===== config.mk =====
export PLATFORM = sky130hd
export DESIGN_NAME = cache_ctrl
export DESIGN_NICKNAME = d
export VERILOG_FILES = /design/src/mem_system_pkg.sv /design/src/cache_ctrl.sv
export VERILOG_INCLUDE_DIRS = /design/src /design/src/src
export SDC_FILE = /design/constraint.sdc
export NUM_CORES = 1
export LEC_CHECK = 0
export ABC_AREA = 1
export BUFFER_PORTS_ARGS = -buffer_cell sky130_fd_sc_hd__buf_2
export CELL_PAD_IN_SITES_DETAIL_PLACEMENT = 0
export CELL_PAD_IN_SITES_GLOBAL_PLACEMENT = 1
export CORE_UTILIZATION = 28
export DETAILED_ROUTE_END_ITERATION = 10
export GPL_ROUTABILITY_DRIVEN = 0
export PLACE_DENSITY = 0.78
export SLEW_MARGIN = 20
export SYNTH_ARGS = -nofsm -noshare
export SYNTH_HDL_FRONTEND = slang
export SYNTH_SLANG_ARGS = --single-unit

===== constraint.sdc =====
create_clock -name clk -period 3.5 [get_ports clk]
set_input_delay 0.525 -clock clk [delete_from_list [all_inputs] [get_ports clk]]
set_output_delay 0.525 -clock clk [all_outputs]
set_load 0.02 [all_outputs]

===== src/mem_system_config.svh =====
`ifndef MEM_SYSTEM_CONFIG_SVH
`define MEM_SYSTEM_CONFIG_SVH

// Address split: tag | index | byte offset
`define MS_ADDR_W    16
`define MS_DATA_W    16
`define MS_TAG_W     5
`define MS_INDEX_W   8
`define MS_OFFSET_W  3

// Banked memory timing, in clock cycles
`define MS_MEM_LAT   2
`define MS_BANK_BUSY 4

`endif


===== src/mem_system_pkg.sv =====
`include "mem_system_config.svh"

package mem_system_pkg;

   // Widths with a meaning
   typedef logic [`MS_ADDR_W-1:0]   addr_t;
   typedef logic [`MS_DATA_W-1:0]   word_t;
   typedef logic [`MS_TAG_W-1:0]    tag_t;
   typedef logic [`MS_INDEX_W-1:0]  index_t;
   typedef logic [`MS_OFFSET_W-1:0] offset_t;

   // Controller states, read path and write path
   typedef enum logic [3:0] {
      st_idle         = 4'b0000,
      st_rd_compare   = 4'b0001,
      st_rd_writeback = 4'b0101,
      st_rd_fill      = 4'b0110,
      st_rd_return    = 4'b0111,
      st_wr_compare   = 4'b0100,
      st_wr_writeback = 4'b1001,
      st_wr_fill      = 4'b1010,
      st_wr_return    = 4'b1011
   } ctrl_state_t;

endpackage


===== src/cache_ctrl.sv =====
`timescale 1ns/1ps
`include "mem_system_config.svh"

module cache_ctrl (
   input  logic                    clk,
   input  logic                    reset,
   input  logic                    rd,
   input  logic                    wr,
   input  mem_system_pkg::addr_t   addr,
   input  mem_system_pkg::word_t   data_in,
   output mem_system_pkg::word_t   data_out,
   output logic                    done,
   output logic                    stall,
   output logic                    cache_hit,
   output logic                    err,
   input  logic                    c0_hit,
   input  logic                    c0_dirty,
   input  logic                    c0_valid,
   input  mem_system_pkg::tag_t    c0_tag_out,
   input  mem_system_pkg::word_t   c0_data_out,
   input  logic                    c1_hit,
   input  logic                    c1_dirty,
   input  logic                    c1_valid,
   input  mem_system_pkg::tag_t    c1_tag_out,
   input  mem_system_pkg::word_t   c1_data_out,
   output logic                    c0_enable,
   output logic                    c1_enable,
   output logic                    comp,
   output logic                    cache_write,
   output logic                    valid_in,
   output mem_system_pkg::tag_t    cache_tag,
   output mem_system_pkg::index_t  cache_index,
   output mem_system_pkg::offset_t cache_offset,
   output mem_system_pkg::word_t   cache_data_in,
   input  logic                    mem_stall,
   input  mem_system_pkg::word_t   mem_data_out,
   output logic                    mem_wr,
   output logic                    mem_rd,
   output mem_system_pkg::addr_t   mem_addr,
   output mem_system_pkg::word_t   mem_data_in
);
   import mem_system_pkg::*;

   localparam int LAT = `MS_MEM_LAT;

   ctrl_state_t state, next_state;

   // Captured request
   addr_t   req_addr;
   word_t   req_data;
   tag_t    req_tag;
   index_t  req_index;
   offset_t req_offset;

   logic [2:0]     line_cnt;
   logic           cnt_inc, cnt_clr;
   logic           victim, sel_way, sel_now, sel_dirty;
   logic           any_hit, is_compare, capture, strobe_ok, last_word;
   word_t          hit_data, sel_data;
   tag_t           sel_tag;
   logic [LAT-1:0] ret_valid;
   logic [1:0]     ret_word [LAT];

   assign {req_tag, req_index, req_offset} = req_addr;

   // Odd address or both strobes
   assign err       = (rd & wr) | ((rd | wr) & addr[0]);
   // Flagged strobes are dropped
   assign strobe_ok = (rd | wr) & ~err;
   assign capture   = (state == st_idle) & strobe_ok;
   assign is_compare = (state == st_rd_compare) | (state == st_wr_compare);

   // Hit merge
   assign any_hit  = c0_hit | c1_hit;
   assign hit_data = c1_hit ? c1_data_out : c0_data_out;

   // First invalid way, else the victim bit
   assign sel_now   = ~c0_valid ? 1'b0 : (~c1_valid ? 1'b1 : victim);
   assign sel_dirty = sel_now ? (c1_valid & c1_dirty) : (c0_valid & c0_dirty);
   assign sel_data  = sel_way ? c1_data_out : c0_data_out;
   assign sel_tag   = sel_way ? c1_tag_out : c0_tag_out;

   // Last fill word coming back from memory
   assign last_word = ret_valid[LAT-1] & (ret_word[LAT-1] == 2'd3);

   always_ff @(posedge clk) begin
      if (capture) begin
         req_addr <= addr;
         req_data <= data_in;
      end
      ret_word[0] <= line_cnt[1:0];
      for (int s = 1; s < LAT; s++) begin
         ret_word[s] <= ret_word[s-1];
      end
   end

   //////////////////////////////
   // Control registers
   always_ff @(posedge clk) begin
      if (reset) begin
         state     <= st_idle;
         victim    <= 1'b0;
         sel_way   <= 1'b0;
         line_cnt  <= '0;
         ret_valid <= '0;
      end else begin
         state <= next_state;
         // Victim flips on every compare
         if (is_compare) begin
            victim  <= ~victim;
            sel_way <= sel_now;
         end
         if (cnt_clr) begin
            line_cnt <= '0;
         end else if (cnt_inc) begin
            line_cnt <= line_cnt + 1'b1;
         end
         // Track fill reads in flight
         ret_valid[0] <= mem_rd & ~mem_stall;
         for (int s = 1; s < LAT; s++) begin
            ret_valid[s] <= ret_valid[s-1];
         end
      end
   end

   //////////////////////////////
   // Next state and outputs
   always_comb begin
      next_state    = state;
      stall         = 1'b1;
      done          = 1'b0;
      cache_hit     = 1'b0;
      data_out      = '0;
      c0_enable     = 1'b0;
      c1_enable     = 1'b0;
      comp          = 1'b0;
      cache_write   = 1'b0;
      valid_in      = 1'b0;
      cache_tag     = req_tag;
      cache_index   = req_index;
      cache_offset  = req_offset;
      cache_data_in = req_data;
      mem_wr        = 1'b0;
      mem_rd        = 1'b0;
      mem_addr      = {req_tag, req_index, line_cnt[1:0], 1'b0};
      mem_data_in   = sel_data;
      cnt_inc       = 1'b0;
      cnt_clr       = 1'b0;

      case (state)
         st_idle: begin
            stall   = 1'b0;
            cnt_clr = 1'b1;
            if (strobe_ok) begin
               next_state = rd ? st_rd_compare : st_wr_compare;
            end
         end

         st_rd_compare, st_wr_compare: begin
            comp        = 1'b1;
            cache_write = (state == st_wr_compare);
            c0_enable   = 1'b1;
            c1_enable   = 1'b1;
            done        = any_hit;
            cache_hit   = any_hit;
            data_out    = hit_data;
            if (any_hit) begin
               next_state = st_idle;
            end else if (state == st_rd_compare) begin
               next_state = sel_dirty ? st_rd_writeback : st_rd_fill;
            end else begin
               next_state = sel_dirty ? st_wr_writeback : st_wr_fill;
            end
         end

         // Dirty victim line out, one word per accepted write
         st_rd_writeback, st_wr_writeback: begin
            c0_enable    = ~sel_way;
            c1_enable    = sel_way;
            cache_offset = {line_cnt[1:0], 1'b0};
            mem_wr       = 1'b1;
            mem_addr     = {sel_tag, req_index, line_cnt[1:0], 1'b0};
            if (~mem_stall) begin
               if (line_cnt == 3'd3) begin
                  cnt_clr    = 1'b1;
                  next_state = (state == st_rd_writeback) ? st_rd_fill : st_wr_fill;
               end else begin
                  cnt_inc = 1'b1;
               end
            end
         end

         // Issue four reads, write words as they return
         st_rd_fill, st_wr_fill: begin
            mem_rd        = ~line_cnt[2];
            cnt_inc       = mem_rd & ~mem_stall;
            cache_write   = 1'b1;
            valid_in      = 1'b1;
            cache_offset  = {ret_word[LAT-1], 1'b0};
            cache_data_in = mem_data_out;
            c0_enable     = ret_valid[LAT-1] & ~sel_way;
            c1_enable     = ret_valid[LAT-1] & sel_way;
            if (last_word) begin
               next_state = (state == st_rd_fill) ? st_rd_return : st_wr_return;
            end
         end

         st_rd_return: begin
            comp       = 1'b1;
            c0_enable  = ~sel_way;
            c1_enable  = sel_way;
            done       = 1'b1;
            data_out   = sel_data;
            next_state = st_idle;
         end

         // Compare write on the new line marks it dirty
         st_wr_return: begin
            comp        = 1'b1;
            cache_write = 1'b1;
            c0_enable   = ~sel_way;
            c1_enable   = sel_way;
            done        = 1'b1;
            next_state  = st_idle;
         end

         default: next_state = st_idle;
      endcase
   end

endmodule


==> flow_summary.ini <==
[clock_tree]
cts_setup_buffers = 0
cts_buffers = 5
cts_tree = done
clock_latency_ns = 0.29
cts.htree.levels = 2
clock-root-buffer = clkbuf_8
cts_sinks = 47
clkTransAtPathRegs_ns = 0.09
cts_buffer_depth = 2
cts_hold_buffers = 0
cts_resized = 0

[route]
drt_iter0_drc = 152
dr_total_vias = 3026
drtAntennaViolNets = 0
drc = 0
wl_um = 8150
post_drt_wl_per_cell_um = 11.8
viasPerCell = 4.37
drtPass1Iterations = 4

[worst_setup_path]
worstPathCellList = buf_4 -> nand2_1 -> o21ai_0 -> nand2_1 -> o21ai_1 -> buf_2
crit_arrival_ns = 2.02
start_kind = flip-flop
cp.required_ns = 2.97
reg2regPathDepth = 4
crit_path_top_delay_cell = dfxtp_1
critical_path.max_fanout = 29
cpMostUsedCell = nand2_1
crit_type = reg -> out
path_depth = 6
slowest_delay_ns = 0.89
cp_top_family = flip-flops
r2r_setup_slack_ns = 1.91
crit_buf_inv = 2
endpoint_kind = primary output

[pwr]
p_seq_frac = 0.396
p_sw_uw = 654
power_density_mw_per_mm2 = 444
switching_share = 0.378
internal_power_mw = 1.08
p_comb_frac = 0.374
vdd_drop_max_uv = 217
p_clk_frac = 0.230
leakagePower_nw = 1.98

[timing]
worstMarginPinSlew_ns = 0.862
period_share = 0.728
hold_violations = 0
tns_ns = 0
maxSlewHeadroom = 0.424
finalCriticalPeriod_ns = 2.55
fin_worst_skew_ns = 0.0107
drv_slew = 0
max_freq_mhz = 392
finalSetupViolations = 0
rsz0062_at_grt = no

[finish]
fillers = 1071
final_area_mm2 = 0.00390
insertedDiodeCount = 0
drive_gt1_frac = 0.404
area_delta_synth_final_pct = 34.1
nNetsFinal = 661

[synth]
synth_edf_count = 32
syn_area_per_cell_um2 = 7.31
synth.net_count = 501
syn-instance-count = 398
ys_types = 33
ys_seq_elements = 47
ys.flop_type = edfxtp_1
async_flop_share = 0
ys_seq_area_frac = 0.434
synth_warnings = 0
syn_area_mm2 = 0.00291

[global_routing]
grt_max_degree = 33
grt_first_pass_wirelength_um = 13000
overflow = 0
grt_pass1_vias = 2770
antenna_found_initial = 0
grtUsageTotal = 0.147

[hold_path]
hold_class = reg -> reg
holdPathStages = 0

[floorplan]
ioPinCount = 192
initial_utilization = 0.294
coreArea_mm2 = 0.00991
die_area_mm2 = 0.0108
chipWidth_um = 104
rows = 36
dieHeight_um = 104

[outcome]
outcome = completed

[placed_design]
dp_hpwl_um = 6300
port_buffers = 190
place_area_mm2 = 0.00379

[flow_run]
drv_cap = 0
-- per-layer routing --
metal | GRT usage | routed length, um | vias up
met5 | 0 | 0 | -
met4 | 0.0418 | 95 | 0
met3 | 0.0251 | 356 | 8
met2 | 0.265 | 4280 | 80
met1 | 0.177 | 3420 | 1371
li1 | - | - | 1567
-- worst paths after layout --
| path | start | to |
|---|---|---|
| max | sel_way$_SDFFE_PP0P_ | data_out[3] |
| min | ret_word[0][1]$_DFF_P_ | ret_word[0][3]$_DFF_P_ |
| max reg2reg | state[3]$_SDFFE_PP0P_ | req_addr[15]$_DFFE_PP_ |
| min reg2reg | ret_word[0][1]$_DFF_P_ | ret_word[0][3]$_DFF_P_ |
-- logic make-up (layout without fill, tap and decap cells) --
kind of cell | Yosys count | in the layout | share of synthesized area
fa+ha+maj | 2 | 2 | 0.00860
simple gates | 190 | 190 | 0.276
compound gates | 75 | 75 | 0.134
flops | 47 | 47 | 0.434
buf+inv | 83 | 244 | 0.146
other cells | 1 | 1 | 0.00129
-- worst reg2reg max path, cell delays in order (launching register included) --
cell and delay (ns):
dfxtp_1 0.37, nor2_1 0.23, nand2_2 0.13, nor2_2 0.11
buf_4 0.37
-- state kept, by name, indices dropped and copies added (netlist names) --
register	count
ret_word	4
victim	1
req_data	16
ret_valid	2
line_cnt	3
sel_way	1
req_addr	16
state	4
-- layout make-up --
| type | instances | area [um^2] | area share |
|---|---|---|---|
| clock buffer | 5 | 68.8 | 0.0176 |
| sequential | 47 | 1260 | 0.323 |
| inverter | 43 | 161 | 0.0414 |
| tap | 133 | 166 | 0.0427 |
| timing repair buffer | 193 | 973 | 0.250 |
| clock inverter | 3 | 43.8 | 0.0112 |
| multi-input combinational | 268 | 1220 | 0.314 |
-- stage by stage --
stage	cells	total power [mW]	util	setup WS, ns	hold slack [ns]
2_1_floorplan	398	1.15	-	0.950	0.310
3_3_place_gp	684	1.35	0.382	1.33	0.311
3_5_place_dp	684	1.35	0.382	1.28	0.314
4_1_cts	692	1.76	0.394	0.938	0.336
5_1_grt	692	1.84	0.394	0.699	0.351
6_report	692	1.73	0.394	0.951	0.334
-- cell usage in the layout, fill, tap and decap left out, types with 2 or more instances in the layout --
cell type,n
buf_4,3
o21ai_1,15
edfxtp_1,32
nand2_2,7
nand2_4,2
dfxtp_1,15
inv_2,5
nor2_2,6
o21ai_0,44
buf_2,190
a21oi_1,10
nor2_1,35
clkbuf_8,5
ha_1,2
nand3_1,8
nand2_1,124
inv_1,38
-- power by group through the flow --
| stage | sequential, mW | clock, mW | combinational (mW) |
|---|---|---|---|
| floorplan | 0.677 | 0 | 0.470 |
| global placement | 0.696 | 0 | 0.650 |
| detailed placement | 0.698 | 0 | 0.654 |
| CTS | 0.685 | 0.416 | 0.656 |
| global route | 0.694 | 0.438 | 0.712 |
| finish | 0.685 | 0.398 | 0.648 |
-- Yosys cell counts (2+ instances only) --
cell      instances  area [um^2]
a21oi_1          10         50.1
ha_1              2         25.0
dfxtp_1          15          300
nand3_1           8         40.0
edfxtp_1         32          961
buf_4            24          180
buf_2             7         35.0
nor2_2            5         31.3
inv_1            38          143
inv_2             5         18.8
clkbuf_1          7         26.3
o21ai_1          15         75.1
nand2_4           2         22.5
o21ai_0          44          220
nand2_2           7         43.8
buf_6             2         22.5
nor2_1           36          135
nand2_1         124          465
Power figures use the tool's default switching activity.
